--- src/source/bt_link_pkg.sv ---
// Shared byte and timing types plus FIFO and framing constants, imported by the bridge RTL and its testbench
`default_nettype none

package bt_link_pkg;

	// One data byte on the UART or in a FIFO
	typedef logic [7:0] byte_t;

	// Cycles per UART bit, also used for the inter-byte gap
	typedef logic [9:0] bit_cycles_t;

	// FIFO sizes
	localparam int CMD_DEPTH = 16;
	localparam int RESP_DEPTH = 32;

	// A reply from the module ends with this byte
	localparam byte_t LINE_FEED = 8'h0A;

	// 8N1 framing
	localparam int FRAME_DATA_BITS = 8;

endpackage

`default_nettype wire

--- src/source/uart_byte_if.sv ---
// Byte handoff between the command sequencer and the UART transmitter, one transfer per start pulse
`timescale 1ns/1ps
`default_nettype none

interface uart_byte_if
	import bt_link_pkg::*;
();

	// Sequencer side
	logic start;
	byte_t data;

	// Transmitter side
	logic busy;
	logic done;

	modport sender (
		output start,
		output data,
		input busy,
		input done
	);

	modport transmitter (
		input start,
		input data,
		output busy,
		output done
	);

endinterface

`default_nettype wire

--- src/source/at_sequencer.sv ---
// Command sequencer that sends the queued AT bytes, then holds busy until the reply is read out
`timescale 1ns/1ps
`default_nettype none

module at_sequencer
	import bt_link_pkg::*;
(
	input wire clock,
	input wire reset,
	input wire send_i,
	input wire cmd_empty_i,
	input wire byte_t cmd_head_i,
	output logic cmd_pop_o,
	uart_byte_if.sender link,
	input wire line_feed_i,
	input wire resp_empty_i,
	output logic busy_o,
	output logic resp_done_o
);

	typedef enum logic [2:0] {
		SEQ_IDLE,
		SEQ_LAUNCH,
		SEQ_WAIT_DONE,
		SEQ_AWAIT_REPLY,
		SEQ_DELIVER
	} seq_state_t;

	seq_state_t state;
	seq_state_t state_next;
	logic lf_seen;

	// FIFO head stays put until the pop on done
	assign link.data = cmd_head_i;
	assign link.start = (state == SEQ_LAUNCH) && !cmd_empty_i;
	assign cmd_pop_o = (state == SEQ_WAIT_DONE) && link.done;

	assign busy_o = (state != SEQ_IDLE);
	assign resp_done_o = lf_seen;

	always_comb
	begin
		state_next = state;
		case (state)
			SEQ_IDLE:
			begin
				if (send_i && !cmd_empty_i)
				begin
					state_next = SEQ_LAUNCH;
				end
			end
			SEQ_LAUNCH:
			begin
				// Command drained, now listen for the reply
				if (cmd_empty_i)
				begin
					state_next = SEQ_AWAIT_REPLY;
				end
				else
				begin
					state_next = SEQ_WAIT_DONE;
				end
			end
			SEQ_WAIT_DONE:
			begin
				if (link.done)
				begin
					state_next = SEQ_LAUNCH;
				end
			end
			SEQ_AWAIT_REPLY:
			begin
				if (lf_seen)
				begin
					state_next = SEQ_DELIVER;
				end
			end
			SEQ_DELIVER:
			begin
				if (resp_empty_i)
				begin
					state_next = SEQ_IDLE;
				end
			end
			default:
			begin
				state_next = SEQ_IDLE;
			end
		endcase
	end

	always_ff @(posedge clock or posedge reset)
	begin
		if (reset)
		begin
			state <= SEQ_IDLE;
			lf_seen <= 1'b0;
		end
		else
		begin
			state <= state_next;
			// Sticky until the user has read the reply out
			if (state == SEQ_DELIVER && resp_empty_i)
			begin
				lf_seen <= 1'b0;
			end
			else if (busy_o && line_feed_i)
			begin
				lf_seen <= 1'b1;
			end
		end
	end

	assert property (@(posedge clock) disable iff (reset) link.start |-> !link.busy)
		else $error("byte start while transmitter busy");

endmodule

`default_nettype wire

--- src/source/bt_bridge.sv ---
// Top level of the AT-command bridge, connecting user FIFO ports to the Bluetooth UART lines
`timescale 1ns/1ps
`default_nettype none

module bt_bridge
	import bt_link_pkg::*;
(
	input wire clock,
	input wire reset,
	input wire cmd_valid_i,
	input wire byte_t cmd_data_i,
	output logic cmd_ready_o,
	input wire send_i,
	input wire bit_cycles_t cpd_i,
	input wire bit_cycles_t spacing_i,
	output logic txd_o,
	input wire rxd_i,
	input wire resp_pop_i,
	output byte_t resp_data_o,
	output logic resp_valid_o,
	output logic resp_done_o,
	output logic busy_o
);

	byte_t cmd_head;
	logic cmd_full;
	logic cmd_empty;
	logic cmd_pop;
	logic resp_full;
	logic resp_empty;
	logic rx_valid;
	byte_t rx_byte;
	logic rx_line_feed;

	uart_byte_if link ();

	// No new commands while a transfer is in flight
	assign cmd_ready_o = !cmd_full && !busy_o;
	assign resp_valid_o = !resp_empty;

	byte_fifo #(
		.DEPTH(CMD_DEPTH)
	) cmd_fifo (
		.clock(clock),
		.reset(reset),
		.push_i(cmd_valid_i && cmd_ready_o),
		.push_data_i(cmd_data_i),
		.pop_i(cmd_pop),
		.head_o(cmd_head),
		.full_o(cmd_full),
		.empty_o(cmd_empty)
	);

	// Bytes arriving into a full response FIFO are lost
	byte_fifo #(
		.DEPTH(RESP_DEPTH)
	) resp_fifo (
		.clock(clock),
		.reset(reset),
		.push_i(rx_valid && !resp_full),
		.push_data_i(rx_byte),
		.pop_i(resp_pop_i && resp_valid_o),
		.head_o(resp_data_o),
		.full_o(resp_full),
		.empty_o(resp_empty)
	);

	at_sequencer sequencer (
		.clock(clock),
		.reset(reset),
		.send_i(send_i),
		.cmd_empty_i(cmd_empty),
		.cmd_head_i(cmd_head),
		.cmd_pop_o(cmd_pop),
		.link(link.sender),
		.line_feed_i(rx_line_feed && !resp_full),
		.resp_empty_i(resp_empty),
		.busy_o(busy_o),
		.resp_done_o(resp_done_o)
	);

	uart_tx_engine tx_engine (
		.clock(clock),
		.reset(reset),
		.cpd_i(cpd_i),
		.spacing_i(spacing_i),
		.link(link.transmitter),
		.txd_o(txd_o)
	);

	uart_rx_engine rx_engine (
		.clock(clock),
		.reset(reset),
		.cpd_i(cpd_i),
		.rxd_i(rxd_i),
		.byte_valid_o(rx_valid),
		.byte_o(rx_byte),
		.line_feed_o(rx_line_feed)
	);

endmodule

`default_nettype wire

--- src/source/byte_fifo.sv ---
// Synchronous first-word fall-through byte FIFO, instantiated for both command and response storage
`timescale 1ns/1ps
`default_nettype none

module byte_fifo
	import bt_link_pkg::*;
#(
	parameter int DEPTH = 16
)(
	input wire clock,
	input wire reset,
	input wire push_i,
	input wire byte_t push_data_i,
	input wire pop_i,
	output byte_t head_o,
	output logic full_o,
	output logic empty_o
);

	localparam int PTR_W = (DEPTH > 1) ? $clog2(DEPTH) : 1;
	localparam int CNT_W = $clog2(DEPTH + 1);

	byte_t mem [DEPTH];
	logic [PTR_W-1:0] wr_ptr;
	logic [PTR_W-1:0] rd_ptr;
	logic [CNT_W-1:0] count;
	logic do_push;
	logic do_pop;

	assign full_o = (count == CNT_W'(DEPTH));
	assign empty_o = (count == '0);
	assign do_push = push_i && !full_o;
	assign do_pop = pop_i && !empty_o;

	// Head is visible without a read cycle
	assign head_o = mem[rd_ptr];

	always_ff @(posedge clock)
	begin
		if (do_push)
		begin
			mem[wr_ptr] <= push_data_i;
		end
	end

	always_ff @(posedge clock or posedge reset)
	begin
		if (reset)
		begin
			wr_ptr <= '0;
			rd_ptr <= '0;
			count <= '0;
		end
		else
		begin
			if (do_push)
			begin
				wr_ptr <= (wr_ptr == PTR_W'(DEPTH - 1)) ? '0 : wr_ptr + 1'b1;
			end
			if (do_pop)
			begin
				rd_ptr <= (rd_ptr == PTR_W'(DEPTH - 1)) ? '0 : rd_ptr + 1'b1;
			end
			case ({do_push, do_pop})
				2'b10: count <= count + 1'b1;
				2'b01: count <= count - 1'b1;
				default: count <= count;
			endcase
		end
	end

	// Callers gate their own strobes
	assert property (@(posedge clock) disable iff (reset) push_i |-> !full_o)
		else $error("push while FIFO full");
	assert property (@(posedge clock) disable iff (reset) pop_i |-> !empty_o)
		else $error("pop while FIFO empty");

endmodule

`default_nettype wire

--- src/source/uart_rx_engine.sv ---
// UART receiver with mid-bit sampling, emits each good byte and marks line-feed terminators
`timescale 1ns/1ps
`default_nettype none

module uart_rx_engine
	import bt_link_pkg::*;
(
	input wire clock,
	input wire reset,
	input wire bit_cycles_t cpd_i,
	input wire rxd_i,
	output logic byte_valid_o,
	output byte_t byte_o,
	output logic line_feed_o
);

	typedef enum logic [1:0] {
		RX_IDLE,
		RX_START,
		RX_DATA,
		RX_STOP
	} rx_state_t;

	rx_state_t state;
	bit_cycles_t cnt;
	logic [$clog2(FRAME_DATA_BITS)-1:0] bit_idx;
	byte_t shift_q;
	logic rx_meta;
	logic rx_s;
	logic rx_d;
	logic fall;
	logic half_end;
	logic bit_end;
	logic valid_q;
	logic lf_q;

	assign fall = rx_d && !rx_s;
	assign half_end = (cnt == (cpd_i >> 1) - 1'b1);
	assign bit_end = (cnt == cpd_i - 1'b1);

	assign byte_valid_o = valid_q;
	assign line_feed_o = lf_q;
	assign byte_o = shift_q;

	// Two flops for metastability, a third for edge detection
	always_ff @(posedge clock or posedge reset)
	begin
		if (reset)
		begin
			rx_meta <= 1'b1;
			rx_s <= 1'b1;
			rx_d <= 1'b1;
		end
		else
		begin
			rx_meta <= rxd_i;
			rx_s <= rx_meta;
			rx_d <= rx_s;
		end
	end

	always_ff @(posedge clock)
	begin
		if (state == RX_DATA && bit_end)
		begin
			shift_q <= {rx_s, shift_q[FRAME_DATA_BITS-1:1]};
		end
	end

	always_ff @(posedge clock or posedge reset)
	begin
		if (reset)
		begin
			state <= RX_IDLE;
			cnt <= '0;
			bit_idx <= '0;
			valid_q <= 1'b0;
			lf_q <= 1'b0;
		end
		else
		begin
			valid_q <= 1'b0;
			lf_q <= 1'b0;
			cnt <= cnt + 1'b1;
			case (state)
				RX_IDLE:
				begin
					cnt <= '0;
					if (fall)
					begin
						state <= RX_START;
					end
				end
				RX_START:
				begin
					// Half a bit in, the start bit must still be low
					if (half_end)
					begin
						cnt <= '0;
						bit_idx <= '0;
						state <= rx_s ? RX_IDLE : RX_DATA;
					end
				end
				RX_DATA:
				begin
					if (bit_end)
					begin
						cnt <= '0;
						bit_idx <= bit_idx + 1'b1;
						if (int'(bit_idx) == FRAME_DATA_BITS - 1)
						begin
							state <= RX_STOP;
						end
					end
				end
				RX_STOP:
				begin
					if (bit_end)
					begin
						cnt <= '0;
						state <= RX_IDLE;
						// Framing error drops the byte
						valid_q <= rx_s;
						lf_q <= rx_s && (shift_q == LINE_FEED);
					end
				end
				default:
				begin
					state <= RX_IDLE;
				end
			endcase
		end
	end

endmodule

`default_nettype wire

--- src/source/uart_tx_engine.sv ---
// UART transmitter for one byte per start pulse, followed by a programmable idle gap before done
`timescale 1ns/1ps
`default_nettype none

module uart_tx_engine
	import bt_link_pkg::*;
(
	input wire clock,
	input wire reset,
	input wire bit_cycles_t cpd_i,
	input wire bit_cycles_t spacing_i,
	uart_byte_if.transmitter link,
	output logic txd_o
);

	typedef enum logic [2:0] {
		TX_IDLE,
		TX_START,
		TX_DATA,
		TX_STOP,
		TX_GAP
	} tx_state_t;

	tx_state_t state;
	bit_cycles_t cnt;
	logic [$clog2(FRAME_DATA_BITS)-1:0] bit_idx;
	byte_t shift_q;
	logic done_q;
	logic bit_end;
	logic gap_end;

	assign bit_end = (cnt == cpd_i - 1'b1);
	assign gap_end = (cnt == spacing_i - 1'b1);

	assign link.busy = (state != TX_IDLE);
	assign link.done = done_q;

	// Line is low only for the start bit, LSB first during data
	assign txd_o = (state == TX_START) ? 1'b0 :
		(state == TX_DATA) ? shift_q[0] : 1'b1;

	always_ff @(posedge clock)
	begin
		if (state == TX_IDLE && link.start)
		begin
			shift_q <= link.data;
		end
		else if (state == TX_DATA && bit_end)
		begin
			shift_q <= shift_q >> 1;
		end
	end

	always_ff @(posedge clock or posedge reset)
	begin
		if (reset)
		begin
			state <= TX_IDLE;
			cnt <= '0;
			bit_idx <= '0;
			done_q <= 1'b0;
		end
		else
		begin
			done_q <= 1'b0;
			cnt <= cnt + 1'b1;
			case (state)
				TX_IDLE:
				begin
					cnt <= '0;
					if (link.start)
					begin
						state <= TX_START;
					end
				end
				TX_START:
				begin
					if (bit_end)
					begin
						cnt <= '0;
						bit_idx <= '0;
						state <= TX_DATA;
					end
				end
				TX_DATA:
				begin
					if (bit_end)
					begin
						cnt <= '0;
						bit_idx <= bit_idx + 1'b1;
						if (int'(bit_idx) == FRAME_DATA_BITS - 1)
						begin
							state <= TX_STOP;
						end
					end
				end
				TX_STOP:
				begin
					if (bit_end)
					begin
						cnt <= '0;
						// Zero spacing skips the gap entirely
						if (spacing_i == '0)
						begin
							state <= TX_IDLE;
							done_q <= 1'b1;
						end
						else
						begin
							state <= TX_GAP;
						end
					end
				end
				TX_GAP:
				begin
					if (gap_end)
					begin
						cnt <= '0;
						state <= TX_IDLE;
						done_q <= 1'b1;
					end
				end
				default:
				begin
					state <= TX_IDLE;
				end
			endcase
		end
	end

	assert property (@(posedge clock) disable iff (reset) (state == TX_IDLE) |-> txd_o)
		else $error("txd low while transmitter idle");

endmodule

`default_nettype wire

--- config.mk ---
export PLATFORM = sky130hd
export DESIGN_NAME = bt_bridge
export DESIGN_NICKNAME = d
export VERILOG_FILES = /design/src/source/bt_link_pkg.sv /design/src/source/uart_byte_if.sv /design/src/source/at_sequencer.sv /design/src/source/bt_bridge.sv /design/src/source/byte_fifo.sv /design/src/source/uart_rx_engine.sv /design/src/source/uart_tx_engine.sv
export SDC_FILE = /design/constraint.sdc
export NUM_CORES = 1
export LEC_CHECK = 0
export BUFFER_PORTS_ARGS = -buffer_cell sky130_fd_sc_hd__buf_4
export CAP_MARGIN = 15
export CORE_MARGIN = 3
export CORE_UTILIZATION = 40
export DETAILED_ROUTE_END_ITERATION = 6
export HOLD_SLACK_MARGIN = 0.1
export PLACE_DENSITY_LB_ADDON = 0.25
export SLEW_MARGIN = 30
export SYNTH_ARGS = -nofsm -noshare
export SYNTH_HDL_FRONTEND = slang
export SYNTH_SLANG_ARGS = --single-unit
--- constraint.sdc ---
create_clock -name clock -period 6.11 [get_ports clock]
set_input_delay 0.611 -clock clock [delete_from_list [all_inputs] [get_ports clock]]
set_output_delay 0.611 -clock clock [all_outputs]
set_load 0.05 [all_outputs]
==> run_results.csv <==
group,metric,value,unit
status,status,"finished clean",
worst_setup_path,critPathBufInv,3,
cells_and_area,drive_above_1_share,0.235,
detailed_routing,postRouteAntennaNets,0,
floorplanning,initial_core_util,0.409,
worst_setup_path,crit_arrival,3.61,ns
synth,ys_ff_latch,470,
power,powerDensity,377,nW/µm²
synth,synth.most_common_cell,"edfxtp_1",
worst_setup_path,cp-start-kind,"flop",
detailed_routing,drt-total-wl,40000,µm
placed_design,post-place-ws,2.21,ns
cts,root_buffer,"clkbuf_16",
power,p_leak,0.00766,µW
detailed_routing,vias,10200,
placed_design,place_inst,1829,
worst_setup_path,cp_slowest_stage_delay,0.78,ns
grt,grt_pass1_wl,63400,µm
cts,cts.htree.levels,2,
worst_setup_path,rr_endpoint,"resp_fifo.count[5]",
power,finalPower,8650,µW
cts,clk_pin_slew,0.06,ns
detailed_routing,viasPerCell,5.30,
synth,synth_nets,1234,
cts,numCtsBuffers,50,
floorplanning,die_w,231,µm
detailed_routing,drtIter0Drc,745,
floorplanning,fp.dieArea,53300,µm²
timing,finalWorstSetupSlack,1.89,ns
timing,fmax,237,MHz
grt,grt-ovfl-total,0,
timing,hold_violations,0,
worst_setup_path,required,5.50,ns
timing,period_minus_slack,4.22,ns
synth,synth_area,20200,µm²
synth,yosysUniqueCellTypes,73,
worst_setup_path,endpoint_kind,"output port",
synth,synth_common_cells,"edfxtp_1 (400), mux4_2 (120), nor2_1 (88)",
cts,clockBufferDepth,3,
run,drv_cap,0,
worst_setup_path,worst-path-max-fanout,26,
cells_and_area,multiInputGateArea,6130,µm²
detailed_routing,route.detailed.drc,0,
placed_design,port_buffers,46,
grt,grt_use_total,0.153,
synth,synthFlopType,"edfxtp_1",
timing,finalCritPeriodShare,0.691,
timing,setup_viol,0,
floorplanning,rows,81,
floorplanning,die_h,231,µm
placed_design,dp_hpwl,26300,µm
cells_and_area,ff_latch_area,13800,µm²
worst_setup_path,crit_type,"flop to output port",
timing,rsz0062_at_grt,"no",
synth,yosysWarnings,0,
worst_setup_path,r2r_slack,2.68,ns
timing,tightest_slew,1.02,ns
synth,avgSynthCellArea,17.4,µm²
synth,ys_seq_area_frac,0.681,
floorplanning,core,49500,µm²
cts,clock_latency,0.60,ns
grt,antenna_found_initial,0,
detailed_routing,first_pass_iters,5,
synth,synth_top_area_cell,"edfxtp_1",
detailed_routing,drt-wirelength-per-cell,20.8,µm
placed_design,place_congestion,0.773,
timing,fin_skew,0.0456,ns
synth,synth_top_area_frac,0.594,
synth,synthCells,1164,
synth,synthArstFlopShare,0.149,
worst_setup_path,critPathSlowestCell,"dfrtp_4",
grt,first_global_vias,10400,
cells_and_area,layout.cells.non_filler,1922,
grt,grt_max_degree,71,
power,ir_drop,242,µV
timing,slew_viol_final,0,
cells_and_area,nFillCells,4329,
cts,cts_tree,"yes",
worst_setup_path,crit_chain,"buf_12, buf_4, mux4_2, mux4_2, mux2_2, buf_4",
cells_and_area,syn_to_final_growth,13.4,%
worst_setup_path,r2r-start,"resp_fifo.count[3]",
synth,synthTopCellsByArea,"edfxtp_1 (59%), mux4_2 (13%), dfrtp_1 (8.3%)",
cts,postCtsSetupRepairBufs,0,
timing,slew-limit-headroom,0.323,
floorplanning,io_pins,47,
cells_and_area,n_antenna_cell,0,
worst_setup_path,crit_family,"multiplexers",
cells_and_area,nets,1289,
synth,synth_edf_count,400,
cts,numClockSinks,470,
worst_hold_path,hold_class,"input port to asynchronous set/reset pin",
timing,fin_tns_setup,0,ns
worst_setup_path,worst-r2r-cell-count,13,
## kinds of logic after synthesis
group / share of synthesized area
flip-flops: 0.681
AND/OR/NAND/NOR: 0.0645
multiplexers: 0.150
AO/OA/AOI/OAI: 0.0293
buffers and inverters: 0.0172
XOR/XNOR: 0.0350
adder cells (fa/ha/maj): 0.0230
## per-stage QoR
stage / cell area, µm² / hold WS [ns] / utilization
floorplan: 20200 / 0.345 / -
global placement: 21200 / 0.350 / 0.429
detailed placement: 21400 / 0.351 / 0.432
CTS: 22900 / 0.296 / 0.463
global route: 22900 / 0.226 / 0.464
finish: 22900 / 0.183 / 0.464
## per-layer routing
layer  wire length (µm)  up-vias  global-route usage  part of all wire
li1                   -     4666                   -                 -
met1              18600     5274               0.221              0.47
met2              18900      195               0.245              0.47
met3               1680       52              0.0258             0.042
met4                725        0              0.0374             0.018
met5                  0        -                   0                 0
## tightest hold or removal path: cells and delay by family
| kind | cells | cell delay (ns) |
|---|---|---|
| buffers and inverters | 3 | 0.64 |
## what timing repair did
action,CTS,global route
endpoints found under the hold margin,1,0
hold buffers,1,0
resized for setup,0,0
## cells in the final DEF (no fill, tap or decap), types with 12 or more instances in the layout
cell,n
buf_4,51
xnor2_1,43
clkbuf_1,16
mux2_2,23
inv_1,26
edfxtp_1,400
a21oi_1,16
mux4_2,120
nand2_1,46
and3_1,12
nor2_1,87
nand3_1,26
clkbuf_16,50
xor2_1,36
o21ai_0,25
ha_1,34
clkinv_1,14
dfrtp_1,64
## report_power, final
group / switching, µW / leakage (µW) / internal [µW] / total, µW
clock network: 1230 / 0.000750 / 1650 / 2880
logic: 999 / 0.00243 / 895 / 1890
registers: 285 / 0.00448 / 3590 / 3880
total: 2520 / 0.00766 / 6130 / 8650
## final cells by class
type / count / share of cell area
clock buffers: 66 / 0.0572
clock inverters: 25 / 0.0105
inverters: 27 / 0.00447
multi-input cells: 608 / 0.267
flip-flops and latches: 470 / 0.601
well taps: 664 / 0.0362
repair buffers: 62 / 0.0236
## state kept, by name (all words and copies together) (netlist names), named ones only
signal and flops:
resp_fifo.count 6, rx_engine.cnt 10, tx_engine.shift_q 8, cmd_fifo.count 5, sequencer.state 3, tx_engine.cnt 10, rx_engine.byte_valid_o 1, rx_engine.state 1
rx_engine.rx_d 1, sequencer.resp_done_o 1, cmd_fifo.mem 128, resp_fifo.rd_ptr 5, rx_engine.bit_idx 3, resp_fifo.mem 256, rx_engine.rx_s 1, tx_engine.link.done 1
tx_engine.bit_idx 3, tx_engine.state 3, rx_engine.line_feed_o 1, cmd_fifo.rd_ptr 4, cmd_fifo.wr_ptr 4, resp_fifo.wr_ptr 5, rx_engine.byte_o 8, rx_engine.rx_meta 1
## how the worst max path moves through the flow
stage                                    from                   end  cells past startpoint
after floorplan            sequencer.state[1]     cmd_fifo.count[4]                     13
after global placement               cpd_i[1]  tx_engine.shift_q[3]                     10
after detailed placement             cpd_i[1]  tx_engine.shift_q[3]                     10
after CTS                 resp_fifo.rd_ptr[0]        resp_data_o[2]                      6
after global routing      resp_fifo.rd_ptr[0]        resp_data_o[2]                      6
final                     resp_fifo.rd_ptr[0]        resp_data_o[0]                      6
Power figures use the tool's default switching activity.
